**src/logic/rv_ctrl_pkg.sv**
```systemverilog
// --------------------
// Control encodings passed from decode to execute.
// --------------------
package rv_ctrl_pkg;

  localparam int ALU_OP_WIDTH = 4;

  // ALU operations. Six codes of the 4-bit space are unused.
  typedef enum logic [ALU_OP_WIDTH-1:0] {
    ALU_ADD  = 4'd0,
    ALU_SUB  = 4'd1,
    ALU_AND  = 4'd2,
    ALU_OR   = 4'd3,
    ALU_XOR  = 4'd4,
    ALU_SLL  = 4'd5,
    ALU_SRL  = 4'd6,
    ALU_SRA  = 4'd7,
    ALU_SLT  = 4'd8, // Signed compare.
    ALU_SLTU = 4'd9  // Unsigned compare.
  } alu_op_e;

endpackage

```
**src/logic/rv_isa_pkg.sv**
```systemverilog
// --------------------
// RV32I base encodings used by the ALU slice only.
// No load, store, branch or system opcodes here.
// --------------------
package rv_isa_pkg;

  // Datapath and register index widths.
  localparam int WORD_WIDTH     = 32;
  localparam int REG_ADDR_WIDTH = 5;

  // Major opcodes, bits [6:0].
  localparam logic [6:0] OPC_OP     = 7'b0110011; // Register-register ALU.
  localparam logic [6:0] OPC_OP_IMM = 7'b0010011; // Register-immediate ALU.
  localparam logic [6:0] OPC_LUI    = 7'b0110111;
  localparam logic [6:0] OPC_AUIPC  = 7'b0010111;

  // Function codes, bits [14:12].
  localparam logic [2:0] F3_ADD_SUB = 3'b000;
  localparam logic [2:0] F3_SLL     = 3'b001;
  localparam logic [2:0] F3_SLT     = 3'b010;
  localparam logic [2:0] F3_SLTU    = 3'b011;
  localparam logic [2:0] F3_XOR     = 3'b100;
  localparam logic [2:0] F3_SRL_SRA = 3'b101;
  localparam logic [2:0] F3_OR      = 3'b110;
  localparam logic [2:0] F3_AND     = 3'b111;

  // Bits [31:25] that turn ADD into SUB and a logical right shift into
  // an arithmetic one. Also selects SRAI in the immediate form.
  localparam logic [6:0] F7_ALT = 7'b0100000;

endpackage

```
**src/logic/ex_stage.sv**
```systemverilog
// --------------------
// ALU plus the EX/WB register.
// alu_result_o is combinational and also feeds the EX forward path.
// --------------------
`timescale 1ns/1ps

module ex_stage (
  input  logic                                  clk,
  input  logic                                  rst_n_i,
  input  logic [rv_isa_pkg::WORD_WIDTH-1:0]     pc_i,
  input  logic [rv_isa_pkg::WORD_WIDTH-1:0]     rdata1_i,
  input  logic [rv_isa_pkg::WORD_WIDTH-1:0]     rdata2_i,
  input  logic [rv_isa_pkg::WORD_WIDTH-1:0]     imm_i,
  input  logic [rv_isa_pkg::REG_ADDR_WIDTH-1:0] rd_i,
  input  rv_ctrl_pkg::alu_op_e                  alu_op_i,
  input  logic                                  imm_sel_i,
  input  logic                                  auipc_i,
  input  logic                                  lui_i,
  input  logic                                  write_en_i,
  output logic [rv_isa_pkg::WORD_WIDTH-1:0]     alu_result_o,
  output logic                                  wb_we_o,
  output logic [rv_isa_pkg::REG_ADDR_WIDTH-1:0] wb_rd_o,
  output logic [rv_isa_pkg::WORD_WIDTH-1:0]     wb_data_o
);

  import rv_isa_pkg::*;
  import rv_ctrl_pkg::*;

  logic [WORD_WIDTH-1:0] op_a;
  logic [WORD_WIDTH-1:0] op_b;
  logic [4:0]            shamt;

  assign op_a  = auipc_i ? pc_i : (lui_i ? '0 : rdata1_i);
  assign op_b  = imm_sel_i ? imm_i : rdata2_i;
  assign shamt = op_b[4:0]; // RV32 shifts ignore the upper bits.

  always_comb begin
    case (alu_op_i)
      ALU_ADD:  alu_result_o = op_a + op_b;
      ALU_SUB:  alu_result_o = op_a - op_b;
      ALU_AND:  alu_result_o = op_a & op_b;
      ALU_OR:   alu_result_o = op_a | op_b;
      ALU_XOR:  alu_result_o = op_a ^ op_b;
      ALU_SLL:  alu_result_o = op_a << shamt;
      ALU_SRL:  alu_result_o = op_a >> shamt;
      ALU_SRA:  alu_result_o = $unsigned($signed(op_a) >>> shamt);
      ALU_SLT:  alu_result_o = {{(WORD_WIDTH-1){1'b0}}, $signed(op_a) < $signed(op_b)};
      ALU_SLTU: alu_result_o = {{(WORD_WIDTH-1){1'b0}}, op_a < op_b};
      default:  alu_result_o = op_a + op_b; // Unused codes.
    endcase
  end

  // EX/WB payload.
  always_ff @(posedge clk) begin
    wb_rd_o   <= rd_i;
    wb_data_o <= alu_result_o;
  end

  always_ff @(posedge clk or negedge rst_n_i) begin
    if (!rst_n_i) begin
      wb_we_o <= 1'b0;
    end else begin
      wb_we_o <= write_en_i;
    end
  end

endmodule

```
**src/logic/forward_unit.sv**
```systemverilog
// --------------------
// Forward select for both operands, EX before WB.
// Relies on write enables already low for x0.
// --------------------
`timescale 1ns/1ps

module forward_unit (
  input  logic [rv_isa_pkg::REG_ADDR_WIDTH-1:0] rs1_i,
  input  logic [rv_isa_pkg::REG_ADDR_WIDTH-1:0] rs2_i,
  input  logic [rv_isa_pkg::REG_ADDR_WIDTH-1:0] ex_rd_i,
  input  logic                                  ex_we_i,
  input  logic [rv_isa_pkg::REG_ADDR_WIDTH-1:0] wb_rd_i,
  input  logic                                  wb_we_i,
  output logic                                  fwd_a_ex_o,
  output logic                                  fwd_a_wb_o,
  output logic                                  fwd_b_ex_o,
  output logic                                  fwd_b_wb_o
);

  logic a_hit_ex;
  logic a_hit_wb;
  logic b_hit_ex;
  logic b_hit_wb;

  assign a_hit_ex = ex_we_i && (ex_rd_i == rs1_i);
  assign a_hit_wb = wb_we_i && (wb_rd_i == rs1_i);
  assign b_hit_ex = ex_we_i && (ex_rd_i == rs2_i);
  assign b_hit_wb = wb_we_i && (wb_rd_i == rs2_i);

  // The newer EX result masks an older WB match.
  assign fwd_a_ex_o = a_hit_ex;
  assign fwd_a_wb_o = a_hit_wb && !a_hit_ex;
  assign fwd_b_ex_o = b_hit_ex;
  assign fwd_b_wb_o = b_hit_wb && !b_hit_ex;

endmodule

```
**src/logic/id_ex_reg.sv**
```systemverilog
// --------------------
// ID/EX register, operands forwarded on the way in.
// clear_i drops the write enable, so a bubble never writes back.
// --------------------
`timescale 1ns/1ps

module id_ex_reg (
  input  logic                                  clk,
  input  logic                                  rst_n_i,
  input  logic                                  clear_i,
  input  logic [rv_isa_pkg::WORD_WIDTH-1:0]     pc_i,
  input  logic [rv_isa_pkg::WORD_WIDTH-1:0]     rdata1_i,
  input  logic [rv_isa_pkg::WORD_WIDTH-1:0]     rdata2_i,
  input  logic [rv_isa_pkg::WORD_WIDTH-1:0]     imm_i,
  input  logic [rv_isa_pkg::REG_ADDR_WIDTH-1:0] rd_i,
  input  rv_ctrl_pkg::alu_op_e                  alu_op_i,
  input  logic                                  imm_sel_i,
  input  logic                                  auipc_i,
  input  logic                                  lui_i,
  input  logic                                  write_en_i,
  output logic [rv_isa_pkg::WORD_WIDTH-1:0]     pc_o,
  output logic [rv_isa_pkg::WORD_WIDTH-1:0]     rdata1_o,
  output logic [rv_isa_pkg::WORD_WIDTH-1:0]     rdata2_o,
  output logic [rv_isa_pkg::WORD_WIDTH-1:0]     imm_o,
  output logic [rv_isa_pkg::REG_ADDR_WIDTH-1:0] rd_o,
  output rv_ctrl_pkg::alu_op_e                  alu_op_o,
  output logic                                  imm_sel_o,
  output logic                                  auipc_o,
  output logic                                  lui_o,
  output logic                                  write_en_o,
  input  logic [rv_isa_pkg::WORD_WIDTH-1:0]     ex_data_i,
  input  logic [rv_isa_pkg::WORD_WIDTH-1:0]     wb_data_i,
  input  logic                                  fwd_a_ex_i,
  input  logic                                  fwd_a_wb_i,
  input  logic                                  fwd_b_ex_i,
  input  logic                                  fwd_b_wb_i
);

  import rv_isa_pkg::*;

  logic [WORD_WIDTH-1:0] opa_sel;
  logic [WORD_WIDTH-1:0] opb_sel;

  // Operand A source.
  always_comb begin
    if (fwd_a_ex_i) begin
      opa_sel = ex_data_i;      // Result of the instruction now in EX.
    end else if (fwd_a_wb_i) begin
      opa_sel = wb_data_i;      // Result waiting in EX/WB.
    end else begin
      opa_sel = rdata1_i;
    end
  end

  // Operand B source, same priority.
  always_comb begin
    if (fwd_b_ex_i) begin
      opb_sel = ex_data_i;
    end else if (fwd_b_wb_i) begin
      opb_sel = wb_data_i;
    end else begin
      opb_sel = rdata2_i;
    end
  end

  always_ff @(posedge clk) begin
    pc_o      <= pc_i;
    rdata1_o  <= opa_sel;
    rdata2_o  <= opb_sel;
    imm_o     <= imm_i;
    rd_o      <= rd_i;
    alu_op_o  <= alu_op_i;
    imm_sel_o <= imm_sel_i;
    auipc_o   <= auipc_i;
    lui_o     <= lui_i;
  end

  always_ff @(posedge clk or negedge rst_n_i) begin
    if (!rst_n_i) begin
      write_en_o <= 1'b0;
    end else begin
      write_en_o <= write_en_i && !clear_i;
    end
  end

endmodule

```
**src/logic/instr_decoder.sv**
```systemverilog
// --------------------
// Combinational decode of OP, OP-IMM, LUI and AUIPC.
// Any other opcode decodes with write_en_o low.
// --------------------
`timescale 1ns/1ps

module instr_decoder (
  input  logic [rv_isa_pkg::WORD_WIDTH-1:0]     instr_i,
  output logic [rv_isa_pkg::REG_ADDR_WIDTH-1:0] rs1_o,
  output logic [rv_isa_pkg::REG_ADDR_WIDTH-1:0] rs2_o,
  output logic [rv_isa_pkg::REG_ADDR_WIDTH-1:0] rd_o,
  output logic [rv_isa_pkg::WORD_WIDTH-1:0]     imm_o,
  output rv_ctrl_pkg::alu_op_e                  alu_op_o,
  output logic                                  imm_sel_o,
  output logic                                  auipc_o,
  output logic                                  lui_o,
  output logic                                  write_en_o
);

  import rv_isa_pkg::*;
  import rv_ctrl_pkg::*;

  logic [6:0]            opcode;
  logic [2:0]            funct3;
  logic [6:0]            funct7;
  logic                  alt_sel;
  logic                  legal;
  logic [WORD_WIDTH-1:0] imm_i_type;
  logic [WORD_WIDTH-1:0] imm_u_type;
  alu_op_e               base_op;

  assign opcode  = instr_i[6:0];
  assign funct3  = instr_i[14:12];
  assign funct7  = instr_i[31:25];
  assign alt_sel = (funct7 == F7_ALT);

  assign rs1_o = instr_i[19:15];
  assign rs2_o = instr_i[24:20]; // Part of the immediate for OP-IMM, unused there.
  assign rd_o  = instr_i[11:7];

  assign imm_i_type = {{(WORD_WIDTH-12){instr_i[31]}}, instr_i[31:20]};
  assign imm_u_type = {instr_i[31:12], 12'b0};

  // Operation from funct3, shared by register and immediate forms.
  always_comb begin
    case (funct3)
      F3_ADD_SUB: base_op = (alt_sel && opcode == OPC_OP) ? ALU_SUB : ALU_ADD;
      F3_SLL:     base_op = ALU_SLL;
      F3_SLT:     base_op = ALU_SLT;
      F3_SLTU:    base_op = ALU_SLTU;
      F3_XOR:     base_op = ALU_XOR;
      F3_SRL_SRA: base_op = alt_sel ? ALU_SRA : ALU_SRL; // SRAI too.
      F3_OR:      base_op = ALU_OR;
      F3_AND:     base_op = ALU_AND;
    endcase
  end

  always_comb begin
    alu_op_o  = ALU_ADD;
    imm_o     = imm_i_type;
    imm_sel_o = 1'b0;
    auipc_o   = 1'b0;
    lui_o     = 1'b0;
    legal     = 1'b1;
    case (opcode)
      OPC_OP: begin
        alu_op_o = base_op;
      end
      OPC_OP_IMM: begin
        alu_op_o  = base_op;
        imm_sel_o = 1'b1;
      end
      OPC_LUI: begin
        imm_o     = imm_u_type;
        imm_sel_o = 1'b1;
        lui_o     = 1'b1; // Operand A forced to zero in EX.
      end
      OPC_AUIPC: begin
        imm_o     = imm_u_type;
        imm_sel_o = 1'b1;
        auipc_o   = 1'b1;
      end
      default: begin
        legal = 1'b0;
      end
    endcase
  end

  // No writeback for unknown opcodes or x0.
  assign write_en_o = legal && (rd_o != '0);

endmodule

```
**src/logic/reg_file.sv**
```systemverilog
// --------------------
// 32x32 register file, x0 reads zero.
// Reads are combinational with no write bypass.
// --------------------
`timescale 1ns/1ps

module reg_file (
  input  logic                                  clk,
  input  logic                                  rst_n_i,
  input  logic [rv_isa_pkg::REG_ADDR_WIDTH-1:0] raddr1_i,
  input  logic [rv_isa_pkg::REG_ADDR_WIDTH-1:0] raddr2_i,
  output logic [rv_isa_pkg::WORD_WIDTH-1:0]     rdata1_o,
  output logic [rv_isa_pkg::WORD_WIDTH-1:0]     rdata2_o,
  input  logic                                  we_i,
  input  logic [rv_isa_pkg::REG_ADDR_WIDTH-1:0] waddr_i,
  input  logic [rv_isa_pkg::WORD_WIDTH-1:0]     wdata_i
);

  import rv_isa_pkg::*;

  // Only x1..x31 are stored.
  logic [WORD_WIDTH-1:0] regs [1:(2**REG_ADDR_WIDTH)-1];

  always_ff @(posedge clk or negedge rst_n_i) begin
    if (!rst_n_i) begin
      for (int i = 1; i < 2**REG_ADDR_WIDTH; i++) begin
        regs[i] <= '0;
      end
    end else if (we_i && waddr_i != '0) begin
      regs[waddr_i] <= wdata_i;
    end
  end

  assign rdata1_o = (raddr1_i == '0) ? '0 : regs[raddr1_i];
  assign rdata2_o = (raddr2_i == '0) ? '0 : regs[raddr2_i];

endmodule

```
**src/logic/rv_alu_pipe.sv**
```systemverilog
// --------------------
// Decode-to-writeback ALU slice, two-edge latency.
// No stall input, so a new instruction may issue every cycle.
// --------------------
`timescale 1ns/1ps

module rv_alu_pipe (
  input  logic                                  clk,
  input  logic                                  rst_n_i,
  input  logic                                  instr_valid_i,
  input  logic [rv_isa_pkg::WORD_WIDTH-1:0]     instr_i,
  input  logic [rv_isa_pkg::WORD_WIDTH-1:0]     pc_i,
  output logic                                  wb_valid_o,
  output logic [rv_isa_pkg::REG_ADDR_WIDTH-1:0] wb_rd_o,
  output logic [rv_isa_pkg::WORD_WIDTH-1:0]     wb_data_o
);

  import rv_isa_pkg::*;
  import rv_ctrl_pkg::*;

  logic [REG_ADDR_WIDTH-1:0] dec_rs1;
  logic [REG_ADDR_WIDTH-1:0] dec_rs2;
  logic [REG_ADDR_WIDTH-1:0] dec_rd;
  logic [WORD_WIDTH-1:0]     dec_imm;
  alu_op_e                   dec_alu_op;
  logic                      dec_imm_sel;
  logic                      dec_auipc;
  logic                      dec_lui;
  logic                      dec_we;
  logic [WORD_WIDTH-1:0]     rf_rdata1;
  logic [WORD_WIDTH-1:0]     rf_rdata2;
  logic                      fwd_a_ex;
  logic                      fwd_a_wb;
  logic                      fwd_b_ex;
  logic                      fwd_b_wb;
  logic                      bubble;
  logic [WORD_WIDTH-1:0]     ex_pc;
  logic [WORD_WIDTH-1:0]     ex_rdata1;
  logic [WORD_WIDTH-1:0]     ex_rdata2;
  logic [WORD_WIDTH-1:0]     ex_imm;
  logic [REG_ADDR_WIDTH-1:0] ex_rd;
  alu_op_e                   ex_alu_op;
  logic                      ex_imm_sel;
  logic                      ex_auipc;
  logic                      ex_lui;
  logic                      ex_we;
  logic [WORD_WIDTH-1:0]     alu_result;

  assign bubble = ~instr_valid_i; // Empty slot enters ID/EX with write enable low.

  instr_decoder u_instr_decoder (
    .instr_i(instr_i), .rs1_o(dec_rs1), .rs2_o(dec_rs2), .rd_o(dec_rd), .imm_o(dec_imm),
    .alu_op_o(dec_alu_op), .imm_sel_o(dec_imm_sel), .auipc_o(dec_auipc), .lui_o(dec_lui),
    .write_en_o(dec_we)
  );

  // Written from EX/WB, the same values that leave on the wb ports.
  reg_file u_reg_file (
    .clk(clk), .rst_n_i(rst_n_i), .raddr1_i(dec_rs1), .raddr2_i(dec_rs2),
    .rdata1_o(rf_rdata1), .rdata2_o(rf_rdata2),
    .we_i(wb_valid_o), .waddr_i(wb_rd_o), .wdata_i(wb_data_o)
  );

  forward_unit u_forward_unit (
    .rs1_i(dec_rs1), .rs2_i(dec_rs2), .ex_rd_i(ex_rd), .ex_we_i(ex_we),
    .wb_rd_i(wb_rd_o), .wb_we_i(wb_valid_o),
    .fwd_a_ex_o(fwd_a_ex), .fwd_a_wb_o(fwd_a_wb), .fwd_b_ex_o(fwd_b_ex), .fwd_b_wb_o(fwd_b_wb)
  );

  id_ex_reg u_id_ex_reg (
    .clk(clk), .rst_n_i(rst_n_i), .clear_i(bubble),
    .pc_i(pc_i), .rdata1_i(rf_rdata1), .rdata2_i(rf_rdata2), .imm_i(dec_imm), .rd_i(dec_rd),
    .alu_op_i(dec_alu_op), .imm_sel_i(dec_imm_sel), .auipc_i(dec_auipc), .lui_i(dec_lui),
    .write_en_i(dec_we),
    .pc_o(ex_pc), .rdata1_o(ex_rdata1), .rdata2_o(ex_rdata2), .imm_o(ex_imm), .rd_o(ex_rd),
    .alu_op_o(ex_alu_op), .imm_sel_o(ex_imm_sel), .auipc_o(ex_auipc), .lui_o(ex_lui),
    .write_en_o(ex_we),
    .ex_data_i(alu_result), .wb_data_i(wb_data_o),
    .fwd_a_ex_i(fwd_a_ex), .fwd_a_wb_i(fwd_a_wb), .fwd_b_ex_i(fwd_b_ex), .fwd_b_wb_i(fwd_b_wb)
  );

  ex_stage u_ex_stage (
    .clk(clk), .rst_n_i(rst_n_i), .pc_i(ex_pc), .rdata1_i(ex_rdata1), .rdata2_i(ex_rdata2),
    .imm_i(ex_imm), .rd_i(ex_rd), .alu_op_i(ex_alu_op), .imm_sel_i(ex_imm_sel),
    .auipc_i(ex_auipc), .lui_i(ex_lui), .write_en_i(ex_we),
    .alu_result_o(alu_result), .wb_we_o(wb_valid_o), .wb_rd_o(wb_rd_o), .wb_data_o(wb_data_o)
  );

endmodule

```
**config.mk**
```make
export PLATFORM = sky130hd
export DESIGN_NAME = rv_alu_pipe
export DESIGN_NICKNAME = d
export VERILOG_FILES = /design/src/logic/rv_ctrl_pkg.sv /design/src/logic/rv_isa_pkg.sv /design/src/logic/ex_stage.sv /design/src/logic/forward_unit.sv /design/src/logic/id_ex_reg.sv /design/src/logic/instr_decoder.sv /design/src/logic/reg_file.sv /design/src/logic/rv_alu_pipe.sv
export SDC_FILE = /design/constraint.sdc
export NUM_CORES = 2
export LEC_CHECK = 0
export BUFFER_PORTS_ARGS = -buffer_cell sky130_fd_sc_hd__buf_4
export CAP_MARGIN = 5
export CORE_MARGIN = 2
export CORE_UTILIZATION = 55
export CTS_BUF_LIST = sky130_fd_sc_hd__clkbuf_4 sky130_fd_sc_hd__clkbuf_8 sky130_fd_sc_hd__clkbuf_16
export DETAILED_ROUTE_END_ITERATION = 10
export GPL_TIMING_DRIVEN = 0
export PLACE_DENSITY = 0.7
export SETUP_SLACK_MARGIN = 0.3
export SLEW_MARGIN = 20
export SYNTH_ARGS = -nofsm -noshare
export SYNTH_HDL_FRONTEND = slang
export SYNTH_SLANG_ARGS = --single-unit
```
**constraint.sdc**
```tcl
create_clock -name clk -period 6.3 [get_ports clk]
set_clock_uncertainty 0.05 [all_clocks]
set_input_delay 0.315 -clock clk [delete_from_list [all_inputs] [get_ports clk]]
set_output_delay 0.315 -clock clk [all_outputs]
set_load 0.02 [all_outputs]
```
==> key figures <==
Timing
  – Fin crit period: 6010 ps
  – Final setup TNS: 0 ps
  – Relative max-transition margin: 7.35%
  – Slack of the critical path: 286 ps
  – Fmax: 166 MHz
  – Final Cycle Share: 95.5%
  – Final setup viols: 0
  – Hold slack: 19.3 ps
  – Worst Max-Slew Pin Slew: 1390 ps
  – RSZ-0062 raised after global routing: false
  – Hold Violations, Final: 0
  – Fin. max-slew vios: 0

Setup path
  – Crit-path cells: buf_6 -> mux2i_4 -> clkbuf_2 -> clkbuf_1 -> buf_2 -> ha_1 -> nor2_1 -> a2111o_1 -> o211ai_1 -> nor2b_1 -> o211ai_1 -> o22ai_1 -> o21ai_0 -> o2111ai_1 -> o21a_1
  – Largest fanout on the critical path: 11
  – Cell mode on critical path: o211ai_1
  – Crit-path max cell delay: 660 ps
  – Startpoint Class: register
  – Worst Path Arrival: 6620 ps
  – Crit-path leading delay family: compound AO/OA/AOI/OAI gates
  – WP buf/inv: 4
  – Slowest-stage cell, CP: o21ai_0
  – CP Data Required Time: 6900 ps
  – Crit Path Category: register to register
  – Element type at the critical path end: register

Drt
  – Via Count: 55400
  – Post-Route WL: 323000 µm
  – Wire per inst: 44.8 µm
  – DRT Pass-1 Iters: 8
  – Routed Antenna Nets: 0
  – DR vias/cell: 7.67
  – Drc violations: 0
  – Initial DRC Count: 8748

Clocking
  – Latest clock arrival within the worst-skew pair: 830 ps
  – CTS tree: yes
  – Worst-path clk slew: 60 ps
  – CTS root buf: clkbuf_16
  – Clock Sinks: 1171
  – Num CTS Buffers: 121
  – Clock buffer depth: 3
  – H-tree levels: 3

Die
  – Die ar.: 0.127 mm²
  – Die H: 356 µm
  – Initial Util: 55.3%
  – IO Count: 105
  – Die Width: 356 µm
  – Row count: 129
  – Core region area: 0.123 mm²

Place
  – Pre-CTS WS: -835 ps
  – Port bufs: 94
  – GPL Wtd Cong: 1.08
  – Placement-stage cell area: 0.0719 mm²
  – Post-DP HPWL: 237000 µm

Synth
  – Synth async-reset ratio: 84.9%
  – Post-Syn Instances: 5136
  – Post-Syn Nets: 5302
  – Post-synth EDFFs: 0
  – Yosys warns: 0
  – Netlist cell types: 94
  – Avg Cell Area, Syn: 13.3 µm²
  – Post-synth top area share: 36.5%
  – Top post-synthesis cells by area: dfrtp_1 36%, mux4_2 20%, mux2_2 18%, dfxtp_1 5.2%, clkbuf_1 1.8%
  – #FFs+latches synth: 1171
  – Post-synth top area cell: dfrtp_1
  – Synth Cell Area: 0.0682 mm²
  – Top_reg_cell synth: dfrtp_1
  – Seq/Total Area, Yosys: 41.7%

Pwr
  – Switching share of power: 27.4%
  – Gate power share: 10.0%
  – Sw power: 0.00468 W
  – Maximum VDD drop: 265 µV
  – LEAKAGE: 34.7 nW
  – Pwr Density: 222 mW/mm²
  – Clock power frac: 45.0%
  – Seq pwr share: 45.0%
  – Pint: 0.0124 W

GRT
  – Most used routing layer: met2
  – GRT Util Overall: 50.8%
  – Antenna violations before repair: 33
  – Global routing usage on met3: 22.7%
  – Gr ovfl total: 0
  – First-pass GRT wire length: 437000 µm
  – Met2 global-route usage: 70.2%
  – Vias in the first global route: 53400
  – M1 GR Usage: 63.2%
  – Largest net degree at the start of global routing: 151

Layout
  – Nets@finish: 5621
  – Final instance area: 0.0769 mm²
  – Fill cells: 9468
  – Area Overhead vs Synth: 12.8%
  – Share of layout cells above drive strength 1: 41.8%

Hold path
  – Worst hold path class: input pin to async pin

Run
  – MaxCap Viol Count: 0

Status
  – Status: completed
## kinds of logic after synthesis
logic type | share of synthesized area, %
AND/OR/NAND/NOR | 4.19
buffers and inverters | 3.71
multiplexers | 40.2
AO/OA/AOI/OAI | 8.05
flip-flops | 41.7
adder cells (fa/ha/maj) | 1.84
XOR/XNOR | 0.295
## power by group through the flow
stage | Clock [W] | Combinational [W] | Sequential [W]
6_report | 0.00767 | 0.00171 | 0.00769
5_1_grt | 0.00794 | 0.00172 | 0.00768
4_1_cts | 0.00761 | 0.00161 | 0.00768
3_5_place_dp | 0 | 0.00158 | 0.00782
3_3_place_gp | 0 | 0.00152 | 0.00782
2_1_floorplan | 0 | 0.000721 | 0.00777
## worst paths after layout
kind,from,to,slack [ps],cells past startpoint
max,u_id_ex_reg.imm_sel_o$_DFF_P_,u_id_ex_reg.rdata1_o[13]$_DFF_P_,290,15
min,rst_n_i,u_reg_file.regs[6]$_DFFE_PN0P_,20,2
min in group clk,instr_i[0],u_id_ex_reg.write_en_o$_DFF_PN0_,40,3
max in group asynchronous,rst_n_i,u_reg_file.regs[246]$_DFFE_PN0P_,2790,7
min reg2reg,u_id_ex_reg.rd_o[3]$_DFF_P_,u_ex_stage.wb_rd_o[3]$_DFF_P_,360,0
max reg2reg,u_id_ex_reg.imm_sel_o$_DFF_P_,u_id_ex_reg.rdata1_o[13]$_DFF_P_,290,15
## per-stage QoR
step	power, W	util [%]	std cells
after floorplan	0.00849	-	5136
after detailed placement	0.00939	58.3	6909
final	0.0171	62.4	7213
after CTS	0.0169	62.3	7189
after global placement	0.00934	57.5	6867
after global routing	0.0173	62.4	7194
## cells in the final DEF, fill, tap and decap left out, types with 56 or more instances in the layout
master	n
o211ai_1	56
nand2_1	172
o21ai_0	94
buf_1	60
mux2_2	1119
dlygate4sd3_1	58
a21oi_1	161
clkbuf_16	121
a221oi_1	70
ha_1	97
dfxtp_1	177
mux2i_1	103
nor2_1	202
mux4_2	604
dfrtp_1	994
inv_1	105
buf_2	97
clkbuf_2	65
buf_4	110
clkbuf_1	264
## layer usage
metal	share of wire (%)	vias up	routed length, µm
li1	-	20500	-
met1	35	28400	112000
met2	41	4973	133000
met3	15	1416	48000
met4	9.1	36	29300
met5	0.12	-	393
## cell usage after synthesis, types with 17 or more instances
cell type and count:
a2111oi_0 17, a211oi_1 26, a21o_1 36, a21oi_1 163
a221oi_1 72, a22o_1 54, a22oi_1 37, a31oi_1 26
buf_1 129, buf_2 29, clkbuf_1 326, dfrtp_1 994
dfxtp_1 177, ha_1 97, inv_1 105, mux2_2 1119
mux2i_1 106, mux4_2 604, nand2_1 172, nand2b_1 18
nand3_1 28, nor2_1 203, nor2b_1 50, nor3_1 49
nor4_1 18, o211ai_1 56, o21a_1 31, o21ai_0 96
o221ai_1 19, o22ai_1 23, xor2_1 17
## layout make-up
cell class / instances / area [µm²] / area share, %
Antenna cell: 19 / 47.5 / 0.0618
Buffer: 511 / 2290 / 2.97
Clock buffer: 177 / 3620 / 4.70
Clock inverter: 48 / 609 / 0.792
Inverter: 107 / 402 / 0.522
Multi-Input combinational cell: 3346 / 37400 / 48.6
Sequential cell: 1171 / 28400 / 36.9
Tap cell: 1637 / 2050 / 2.66
Timing Repair Buffer: 197 / 2120 / 2.76
## sequential cells by signal, summed over array words and instances, names as in the netlist
register                count
u_ex_stage.wb_rd_o          5
u_id_ex_reg.auipc_o         1
u_id_ex_reg.write_en_o      1
u_id_ex_reg.imm_o          32
u_id_ex_reg.pc_o           32
u_id_ex_reg.alu_op_o        4
u_reg_file.regs           992
u_id_ex_reg.rdata1_o       32
u_ex_stage.wb_we_o          1
u_id_ex_reg.rd_o            5
u_ex_stage.wb_data_o       32
u_id_ex_reg.rdata2_o       32
u_id_ex_reg.lui_o           1
u_id_ex_reg.imm_sel_o       1
## repair_timing
item                                    4_1_cts  5_1_grt
hold endpoints to repair                    281        0
endpoints found under the setup margin       65       26
hold buffers                                 56        0
gates resized for setup                      15       13
gates cloned                                  0        0
pin swaps                                     0        1
setup buffers                                 0        3
## worst reg2reg max path, delay by kind of cell, from the launching register on
family / cells / cell delay, ps
compound gates: 7 / 2780
fa+ha+maj: 1 / 240
buf+inv: 4 / 1700
flops: 1 / 340
mux: 1 / 500
simple gates: 2 / 320
Power figures use the tool's default switching activity.
